[src/verilog/id_pkg.sv]
package id_pkg;

    // ==================================================
    // widths
    // ==================================================
    localparam int XLEN       = 32;
    localparam int REG_ADDR_W = 5;
    localparam int NUM_REGS   = 32;

    typedef logic [XLEN-1:0]       xlen_t;      // register value or immediate
    typedef logic [31:0]           instr_t;     // raw instruction word
    typedef logic [XLEN-1:0]       pc_t;
    typedef logic [REG_ADDR_W-1:0] reg_addr_t;  // x0..x31

    // ==================================================
    // major opcodes
    // ==================================================
    localparam logic [6:0] OPCODE_LOAD   = 7'b0000011;
    localparam logic [6:0] OPCODE_OP_IMM = 7'b0010011;
    localparam logic [6:0] OPCODE_AUIPC  = 7'b0010111;
    localparam logic [6:0] OPCODE_STORE  = 7'b0100011;
    localparam logic [6:0] OPCODE_RTYPE  = 7'b0110011;
    localparam logic [6:0] OPCODE_LUI    = 7'b0110111;
    localparam logic [6:0] OPCODE_BRANCH = 7'b1100011;
    localparam logic [6:0] OPCODE_JALR   = 7'b1100111;
    localparam logic [6:0] OPCODE_JAL    = 7'b1101111;

    // ==================================================
    // control encodings
    // ==================================================
    // one-hot, one bit per ALU function
    typedef enum logic [17:0] {
        ALU_ADD    = 18'h00001,
        ALU_SUB    = 18'h00002,
        ALU_SLL    = 18'h00004,
        ALU_SLT    = 18'h00008,
        ALU_SLTU   = 18'h00010,
        ALU_XOR    = 18'h00020,
        ALU_SRL    = 18'h00040,
        ALU_SRA    = 18'h00080,
        ALU_OR     = 18'h00100,
        ALU_AND    = 18'h00200,
        ALU_MUL    = 18'h00400,
        ALU_MULH   = 18'h00800,
        ALU_MULHSU = 18'h01000,
        ALU_MULHU  = 18'h02000,
        ALU_DIV    = 18'h04000,
        ALU_DIVU   = 18'h08000,
        ALU_REM    = 18'h10000,
        ALU_REMU   = 18'h20000
    } alu_op_e;

    typedef enum logic [2:0] {
        IMM_NONE, IMM_I, IMM_S, IMM_B, IMM_U, IMM_J
    } imm_type_e;

    typedef enum logic [3:0] {
        DMEM_NONE, DMEM_LB, DMEM_LH, DMEM_LW, DMEM_LBU, DMEM_LHU,
        DMEM_SB, DMEM_SH, DMEM_SW
    } dmem_type_e;

    typedef enum logic [3:0] {
        WB_ALU = 4'b0001,
        WB_MEM = 4'b0010,
        WB_IMM = 4'b0100,
        WB_PC  = 4'b1000
    } wb_src_e;

    typedef enum logic {RS1_RF, RS1_PC} rs1_sel_e;   // operand a
    typedef enum logic {RS2_RF, RS2_IMM} rs2_sel_e;  // operand b

    // ==================================================
    // stage bundles
    // ==================================================
    typedef struct packed {
        alu_op_e    alu_op;
        rs1_sel_e   rs1_sel;
        rs2_sel_e   rs2_sel;
        imm_type_e  imm_type;
        logic       beq;
        logic       blt;
        logic       branch_b;
        logic       branch_jal;
        logic       branch_jalr;
        dmem_type_e dmem_type;
        wb_src_e    wb_src;
        logic       wb_en;
        logic       illegal;
    } id_ctrl_t;

    typedef struct packed {
        pc_t    pc;
        instr_t instr;
    } if_id_t;

    typedef struct packed {
        pc_t       pc;
        id_ctrl_t  ctrl;
        xlen_t     rs1_data;
        xlen_t     rs2_data;
        xlen_t     imm;
        reg_addr_t rd;
    } id_ex_t;

    typedef struct packed {
        logic      en;
        reg_addr_t rd;
        xlen_t     data;
    } wb_req_t;

endpackage

[src/verilog/decoder.sv]
`timescale 1ns/1ns

module decoder (
    input  id_pkg::instr_t   instruction_i,
    output id_pkg::id_ctrl_t ctrl_o
);

    logic [6:0] opcode;
    logic [2:0] funct3;
    logic       funct7_b30;  // sub / sra select
    logic       funct7_b25;  // M extension group

    assign opcode     = instruction_i[6:0];
    assign funct3     = instruction_i[14:12];
    assign funct7_b30 = instruction_i[30];
    assign funct7_b25 = instruction_i[25];

    always_comb begin
        // ==================================================
        // defaults
        // ==================================================
        ctrl_o.alu_op      = id_pkg::ALU_ADD;
        ctrl_o.rs1_sel     = id_pkg::RS1_RF;
        ctrl_o.rs2_sel     = id_pkg::RS2_IMM;
        ctrl_o.imm_type    = id_pkg::IMM_NONE;
        ctrl_o.beq         = 1'b0;
        ctrl_o.blt         = 1'b0;
        ctrl_o.branch_b    = 1'b0;
        ctrl_o.branch_jal  = 1'b0;
        ctrl_o.branch_jalr = 1'b0;
        ctrl_o.dmem_type   = id_pkg::DMEM_NONE;
        ctrl_o.wb_src      = id_pkg::WB_ALU;
        ctrl_o.wb_en       = 1'b1;
        ctrl_o.illegal     = 1'b0;

        // ==================================================
        // per opcode
        // ==================================================
        case (opcode)
            id_pkg::OPCODE_LOAD: begin
                ctrl_o.imm_type = id_pkg::IMM_I;  // base + offset
                ctrl_o.wb_src   = id_pkg::WB_MEM;
                case (funct3)
                    3'b000:  ctrl_o.dmem_type = id_pkg::DMEM_LB;
                    3'b001:  ctrl_o.dmem_type = id_pkg::DMEM_LH;
                    3'b010:  ctrl_o.dmem_type = id_pkg::DMEM_LW;
                    3'b100:  ctrl_o.dmem_type = id_pkg::DMEM_LBU;
                    3'b101:  ctrl_o.dmem_type = id_pkg::DMEM_LHU;
                    default: ctrl_o.illegal   = 1'b1;  // 3, 6, 7
                endcase
            end
            id_pkg::OPCODE_OP_IMM: begin
                ctrl_o.imm_type = id_pkg::IMM_I;
                case (funct3)
                    3'b000:  ctrl_o.alu_op = id_pkg::ALU_ADD;   // addi
                    3'b001:  ctrl_o.alu_op = id_pkg::ALU_SLL;   // slli
                    3'b010:  ctrl_o.alu_op = id_pkg::ALU_SLT;   // slti
                    3'b011:  ctrl_o.alu_op = id_pkg::ALU_SLTU;  // sltiu
                    3'b100:  ctrl_o.alu_op = id_pkg::ALU_XOR;   // xori
                    3'b101:  ctrl_o.alu_op = funct7_b30 ? id_pkg::ALU_SRA : id_pkg::ALU_SRL;
                    3'b110:  ctrl_o.alu_op = id_pkg::ALU_OR;    // ori
                    default: ctrl_o.alu_op = id_pkg::ALU_AND;   // andi
                endcase
            end
            id_pkg::OPCODE_AUIPC: begin
                ctrl_o.imm_type = id_pkg::IMM_U;
                ctrl_o.rs1_sel  = id_pkg::RS1_PC;  // pc + upper imm
            end
            id_pkg::OPCODE_STORE: begin
                ctrl_o.imm_type = id_pkg::IMM_S;
                ctrl_o.wb_en    = 1'b0;
                case (funct3)
                    3'b000:  ctrl_o.dmem_type = id_pkg::DMEM_SB;
                    3'b001:  ctrl_o.dmem_type = id_pkg::DMEM_SH;
                    3'b010:  ctrl_o.dmem_type = id_pkg::DMEM_SW;
                    default: ctrl_o.illegal   = 1'b1;
                endcase
            end
            id_pkg::OPCODE_RTYPE: begin
                ctrl_o.rs2_sel = id_pkg::RS2_RF;  // no immediate
                if (funct7_b25) begin
                    // multiply / divide group
                    case (funct3)
                        3'b000:  ctrl_o.alu_op = id_pkg::ALU_MUL;
                        3'b001:  ctrl_o.alu_op = id_pkg::ALU_MULH;
                        3'b010:  ctrl_o.alu_op = id_pkg::ALU_MULHSU;
                        3'b011:  ctrl_o.alu_op = id_pkg::ALU_MULHU;
                        3'b100:  ctrl_o.alu_op = id_pkg::ALU_DIV;
                        3'b101:  ctrl_o.alu_op = id_pkg::ALU_DIVU;
                        3'b110:  ctrl_o.alu_op = id_pkg::ALU_REM;
                        default: ctrl_o.alu_op = id_pkg::ALU_REMU;
                    endcase
                end else begin
                    case (funct3)
                        3'b000:  ctrl_o.alu_op = funct7_b30 ? id_pkg::ALU_SUB : id_pkg::ALU_ADD;
                        3'b001:  ctrl_o.alu_op = id_pkg::ALU_SLL;
                        3'b010:  ctrl_o.alu_op = id_pkg::ALU_SLT;
                        3'b011:  ctrl_o.alu_op = id_pkg::ALU_SLTU;
                        3'b100:  ctrl_o.alu_op = id_pkg::ALU_XOR;
                        3'b101:  ctrl_o.alu_op = funct7_b30 ? id_pkg::ALU_SRA : id_pkg::ALU_SRL;
                        3'b110:  ctrl_o.alu_op = id_pkg::ALU_OR;
                        default: ctrl_o.alu_op = id_pkg::ALU_AND;
                    endcase
                end
            end
            id_pkg::OPCODE_LUI: begin
                ctrl_o.imm_type = id_pkg::IMM_U;
                ctrl_o.wb_src   = id_pkg::WB_IMM;  // imm straight to rd
            end
            id_pkg::OPCODE_BRANCH: begin
                ctrl_o.imm_type = id_pkg::IMM_B;
                ctrl_o.branch_b = 1'b1;
                ctrl_o.rs1_sel  = id_pkg::RS1_PC;
                ctrl_o.wb_en    = 1'b0;
                case (funct3)
                    3'b000: begin  // beq
                        ctrl_o.alu_op = id_pkg::ALU_SUB;
                        ctrl_o.beq    = 1'b1;
                    end
                    3'b001: ctrl_o.alu_op = id_pkg::ALU_SUB;  // bne
                    3'b100: begin  // blt
                        ctrl_o.alu_op = id_pkg::ALU_SLT;
                        ctrl_o.blt    = 1'b1;
                    end
                    3'b101: ctrl_o.alu_op = id_pkg::ALU_SLT;  // bge
                    3'b110: begin  // bltu
                        ctrl_o.alu_op = id_pkg::ALU_SLTU;
                        ctrl_o.blt    = 1'b1;
                    end
                    3'b111:  ctrl_o.alu_op  = id_pkg::ALU_SLTU;  // bgeu
                    default: ctrl_o.illegal = 1'b1;             // 2, 3
                endcase
            end
            id_pkg::OPCODE_JALR: begin
                ctrl_o.imm_type    = id_pkg::IMM_I;
                ctrl_o.branch_jalr = 1'b1;
                ctrl_o.wb_src      = id_pkg::WB_PC;  // link address
            end
            id_pkg::OPCODE_JAL: begin
                ctrl_o.imm_type   = id_pkg::IMM_J;
                ctrl_o.branch_jal = 1'b1;
                ctrl_o.rs1_sel    = id_pkg::RS1_PC;
                ctrl_o.wb_src     = id_pkg::WB_PC;
            end
            default: ctrl_o.illegal = 1'b1;  // unknown opcode
        endcase
    end

endmodule

[src/verilog/imm_extend.sv]
`timescale 1ns/1ns

module imm_extend (
    input  id_pkg::instr_t    instruction_i,
    input  id_pkg::imm_type_e imm_type_i,
    output id_pkg::xlen_t     imm_o
);

    logic sign;

    assign sign = instruction_i[31];  // every format signs from bit 31

    always_comb begin
        case (imm_type_i)
            id_pkg::IMM_I: begin
                imm_o = {{20{sign}}, instruction_i[31:20]};
            end
            id_pkg::IMM_S: begin
                imm_o = {{20{sign}}, instruction_i[31:25], instruction_i[11:7]};
            end
            id_pkg::IMM_B: begin
                imm_o = {{19{sign}}, instruction_i[31], instruction_i[7],
                         instruction_i[30:25], instruction_i[11:8], 1'b0};
            end
            id_pkg::IMM_U: begin
                imm_o = {instruction_i[31:12], 12'b0};  // low bits zero
            end
            id_pkg::IMM_J: begin
                imm_o = {{11{sign}}, instruction_i[31], instruction_i[19:12],
                         instruction_i[20], instruction_i[30:21], 1'b0};
            end
            default: begin
                imm_o = '0;  // no immediate
            end
        endcase
    end

endmodule

[src/verilog/regfile.sv]
`timescale 1ns/1ns

module regfile (
    input  logic              clk_i,
    input  logic              rst_n_i,
    input  id_pkg::reg_addr_t rs1_addr_i,
    input  id_pkg::reg_addr_t rs2_addr_i,
    output id_pkg::xlen_t     rs1_data_o,
    output id_pkg::xlen_t     rs2_data_o,
    input  id_pkg::wb_req_t   wb_i
);

    id_pkg::xlen_t regs [id_pkg::NUM_REGS-1:1];  // x0 has no storage

    // ==================================================
    // write port
    // ==================================================
    always_ff @(posedge clk_i) begin
        if (!rst_n_i) begin
            for (int i = 1; i < id_pkg::NUM_REGS; i++) begin
                regs[i] <= '0;
            end
        end else if (wb_i.en && wb_i.rd != '0) begin
            regs[wb_i.rd] <= wb_i.data;
        end
    end

    // ==================================================
    // read ports
    // ==================================================
    function automatic id_pkg::xlen_t read_reg(id_pkg::reg_addr_t addr);
        if (addr == '0) begin
            return '0;
        end
        if (wb_i.en && wb_i.rd == addr) begin
            return wb_i.data;  // same-cycle write passes through
        end
        return regs[addr];
    endfunction

    always_comb begin
        rs1_data_o = read_reg(rs1_addr_i);
        rs2_data_o = read_reg(rs2_addr_i);
    end

endmodule

[src/verilog/id_stage.sv]
`timescale 1ns/1ns

module id_stage (
    input  logic            clk_i,
    input  logic            rst_n_i,

    // fetch side
    input  logic            in_valid_i,
    output logic            in_ready_o,
    input  id_pkg::if_id_t  if_id_i,

    // execute side
    output logic            out_valid_o,
    input  logic            out_ready_i,
    output id_pkg::id_ex_t  id_ex_o,

    // writeback from later stages
    input  id_pkg::wb_req_t wb_i
);

    id_pkg::id_ctrl_t  ctrl;
    id_pkg::xlen_t     imm;
    id_pkg::xlen_t     rs1_data;
    id_pkg::xlen_t     rs2_data;
    id_pkg::reg_addr_t rs1_addr;
    id_pkg::reg_addr_t rs2_addr;
    id_pkg::id_ex_t    id_ex_d;
    id_pkg::id_ex_t    id_ex_q;
    logic              out_valid_q;
    logic              accept;

    // ==================================================
    // decode
    // ==================================================
    assign rs1_addr = if_id_i.instr[19:15];
    assign rs2_addr = if_id_i.instr[24:20];

    decoder decoder_inst (
        .instruction_i (if_id_i.instr),
        .ctrl_o        (ctrl)
    );

    imm_extend imm_extend_inst (
        .instruction_i (if_id_i.instr),
        .imm_type_i    (ctrl.imm_type),  // format picked by the decoder
        .imm_o         (imm)
    );

    regfile regfile_inst (
        .clk_i      (clk_i),
        .rst_n_i    (rst_n_i),
        .rs1_addr_i (rs1_addr),
        .rs2_addr_i (rs2_addr),
        .rs1_data_o (rs1_data),
        .rs2_data_o (rs2_data),
        .wb_i       (wb_i)
    );

    always_comb begin
        id_ex_d.pc       = if_id_i.pc;
        id_ex_d.ctrl     = ctrl;
        id_ex_d.rs1_data = rs1_data;
        id_ex_d.rs2_data = rs2_data;
        id_ex_d.imm      = imm;
        id_ex_d.rd       = if_id_i.instr[11:7];
    end

    // ==================================================
    // ID/EX register and handshakes
    // ==================================================
    // room when empty or when execute drains this cycle
    assign in_ready_o = ~out_valid_q | out_ready_i;
    assign accept     = in_valid_i & in_ready_o;

    always_ff @(posedge clk_i) begin
        if (!rst_n_i) begin
            out_valid_q <= 1'b0;
        end else if (in_ready_o) begin
            out_valid_q <= in_valid_i;  // refill or go empty
        end
    end

    always_ff @(posedge clk_i) begin
        if (accept) begin
            id_ex_q <= id_ex_d;
        end
    end

    assign out_valid_o = out_valid_q;
    assign id_ex_o     = id_ex_q;

endmodule

[config.mk]
export PLATFORM = sky130hd
export DESIGN_NAME = id_stage
export DESIGN_NICKNAME = d
export VERILOG_FILES = /design/src/verilog/id_pkg.sv /design/src/verilog/decoder.sv /design/src/verilog/imm_extend.sv /design/src/verilog/regfile.sv /design/src/verilog/id_stage.sv
export SDC_FILE = /design/constraint.sdc
export NUM_CORES = 2
export LEC_CHECK = 0
export BUFFER_PORTS_ARGS = -buffer_cell sky130_fd_sc_hd__buf_2
export CAP_MARGIN = 15
export CORE_MARGIN = 2
export CORE_UTILIZATION = 60
export CTS_CLUSTER_DIAMETER = 120
export CTS_CLUSTER_SIZE = 30
export DETAILED_ROUTE_END_ITERATION = 8
export PLACE_DENSITY_LB_ADDON = 0.12
export SETUP_SLACK_MARGIN = 0.05
export SLEW_MARGIN = 20
export SYNTH_ARGS = -nofsm -noshare
export SYNTH_HDL_FRONTEND = slang
export SYNTH_SLANG_ARGS = --single-unit
[constraint.sdc]
create_clock -name clk_i -period 6.5 [get_ports clk_i]
set_input_delay 0 -clock clk_i [delete_from_list [all_inputs] [get_ports clk_i]]
set_output_delay 0 -clock clk_i [all_outputs]
set_load 0.02 [all_outputs]
==> metrics <==
length of routed met2 wiring 89,070 um; Yosys top cell by area edfxtp_1; Area Growth Syn to Fin 8.784%; Setup TNS 0 ns; Clock transition at path regs 0.11 ns; final hold vios 0; vias in the first global route 39,080; Top FF cell, synth edfxtp_1; dpl hpwl 113,600 um; outcome finished clean; post-synth cell types 55; Layout Nets 4,463; port buffer count 278; Routed Antenna Nets 0; final worst-path cycle share 47.79%; max cap viols 0; most frequent cells in the layout edfxtp_1, and2_1, mux2i_1, mux4_2, buf_2; Post-synth EDFFs 1,195; # IOs 279; Buffers & Inverters on Critical Path 2; CTS Buf Count 45; Cell Area, Synth 61,210 um2; clock buffer depth 3; DRT Pass-1 Iters 6; Min-Delay Path Class input pin to register; crit path capture type register; Synth Warn # 0; number of synthesized register bits 1,196; starting density of the core 60.33%; setup slack after layout 3.394 ns; GRT Total Usage 38.25%; GP Congestion 0.9170; clock skew 0.03078 ns; Chip Width 323.4 um; critical-path cell list buf_8, buf_4, mux4_2, a22o_1, a2111oi_0, a21oi_1, a22o_1; Max Slew Vio Count 0; initial antenna violation count 17; delay of the slowest critical-path stage 0.95 ns; R2R setup slack 3.83 ns; worst hold slack 0.01804 ns; Setup violations, final 0; post-DR wirelength/cell 34.75 um; sequential area share after synthesis 58.66%; largest net degree at the start of global routing 172; Worst VDD drop 0.2112 mV; CTS Sinks 1,196; crit start category input pin; dpl cells 5,564; initial DRC count 6,848; CTS H-tree depth 2; CTS tree yes; die area 104,600 um2; Leakage 23.53 nW; Crit Path Class input pin to register; Area after DPL 64,150 um2; Power Dens Cells 226.5 nW/um2; Die H 323.4 um; crit path max fanout 64; post-place setup slack 2.689 ns; CP Data Arrival Time 3.57 ns; top routing layer used met5; Rows 117; CP top delay family compound AO/OA/AOI/OAI gates; asr flop ratio synth 0%; drt via density 7.062; Remaining DRCs 0; wire length on met1 72,420 um; crit path time final 3.106 ns; top cells by area, synth edfxtp_1, mux4_2, and2_1; CTS root buffer clkbuf_16; unrepaired setup endpoints after global routing false; commonest non-fill, non-tap cell in the layout edfxtp_1; global-route wire length before repair 281,200 um; post-route insts no fill 5,749; met3 wire length 25,830 um; Rel. slew slack 15.55%; slowest CP cell a2111oi_0; Routed WL 199,800 um; core area 101,400 um2; final instance area 66,580 um2; total gr overflow 0; routed vias 40,600; Least-Margin Pin Slew 1.264 ns; Top cell by count, worst path a22o_1; Clk Latency, worst-skew pair 0.71 ns; Mapped Cells 4,220; layout cell share with drive strength beyond 1 20.44%; synthesized area per cell 14.50 um2; CP required 6.96 ns; share of the synthesized area in the top cell type 58.63%; FMAX 321.9 MHz
[area by class of cell]
type | count | area, um2
antenna | 13 | 32.53
clock buffer | 56 | 1210
clock inverter | 2 | 13.76
fill | 7227 | 34860
inverter | 8 | 32.53
multi-input combinational | 2610 | 24100
sequential | 1196 | 35900
tap | 1368 | 1712
timing repair buffer | 496 | 3575
[logic make-up (layout without fill, tap and decap cells)]
kind of cell	after synthesis	in the layout	share of synthesized area (%)
XOR/XNOR	11	11	0.1574
AND/OR/NAND/NOR	1291	1291	12.40
multiplexers	726	726	19.11
AO/OA/AOI/OAI	550	550	6.466
other	1	45	0.006127
flip-flops	1196	1196	58.66
buffers and inverters	445	562	3.207
[power by group]
group | leakage (nW) | total [W] | internal, W | switching, W
clock | 0.598 | 0.00369 | 0.00133 | 0.00236
combinational | 11.5 | 0.00220 | 0.000831 | 0.00137
sequential | 11.4 | 0.00919 | 0.00894 | 0.000242
total | 23.5 | 0.0151 | 0.0111 | 0.00397
[state kept, by name, indices dropped and copies added, names as in the netlist]
| register | flops |
|---|---|
| out_valid_o | 1 |
| regfile_inst.regs | 1024 |
| id_ex_o | 171 |
[final timing paths]
path	start	endpoint	depth (start not counted)
worst min-delay path	if_id_i[53]	id_ex_o[160]	2
worst max-delay path	if_id_i[15]	id_ex_o[88]	7
worst max register to register	regfile_inst.regs[13][19]	id_ex_o[88]	5
worst min register to register	regfile_inst.regs[20][27]	id_ex_o[96]	5
[cell usage after synthesis, drive strengths merged, types with 13 or more instances]
master / n
edfxtp: 1195
and2: 1003
mux2i: 356
mux4: 352
clkbuf: 311
buf: 126
nand2: 103
a22oi: 98
o21ai: 93
nor2: 79
a221oi: 74
a21oi: 57
nor3: 36
a211oi: 34
o211ai: 33
o22ai: 33
a22o: 31
a211o: 19
mux2: 18
o221ai: 17
nand3: 16
a32o: 15
a2111oi: 14
nand2b: 14
a21o: 13
[stage by stage]
| step | util (%) | power, W |
|---|---|---|
| after floorplan | - | 0.01060 |
| after global placement | 63.12 | 0.01141 |
| after detailed placement | 63.23 | 0.01145 |
| after CTS | 65.54 | 0.01500 |
| after global routing | 65.61 | 0.01541 |
| final | 65.63 | 0.01508 |
[per-layer routing]
metal / vias to the layer above / GRT usage (%)
met5: - / 0
met4: 4 / 20.66
met3: 534 / 8.722
met2: 3256 / 57.39
met1: 20450 / 52.45
li1: 16360 / -
[worst reg2reg max path, stage by stage (launching register included)]
cell,delay (ns)
edfxtp_1,0.41
mux4_2,0.48
a22o_1,0.24
a2111oi_0,0.95
a21oi_1,0.10
a22o_1,0.24
[repair_timing]
action / 4_1_cts / 5_1_grt
setup buffers: 0 / 0
endpoints found under the hold margin: 868 / 0
resized for setup: 0 / 0
hold buffers: 112 / 0
Note: power is estimated with default switching activity, not from simulation.
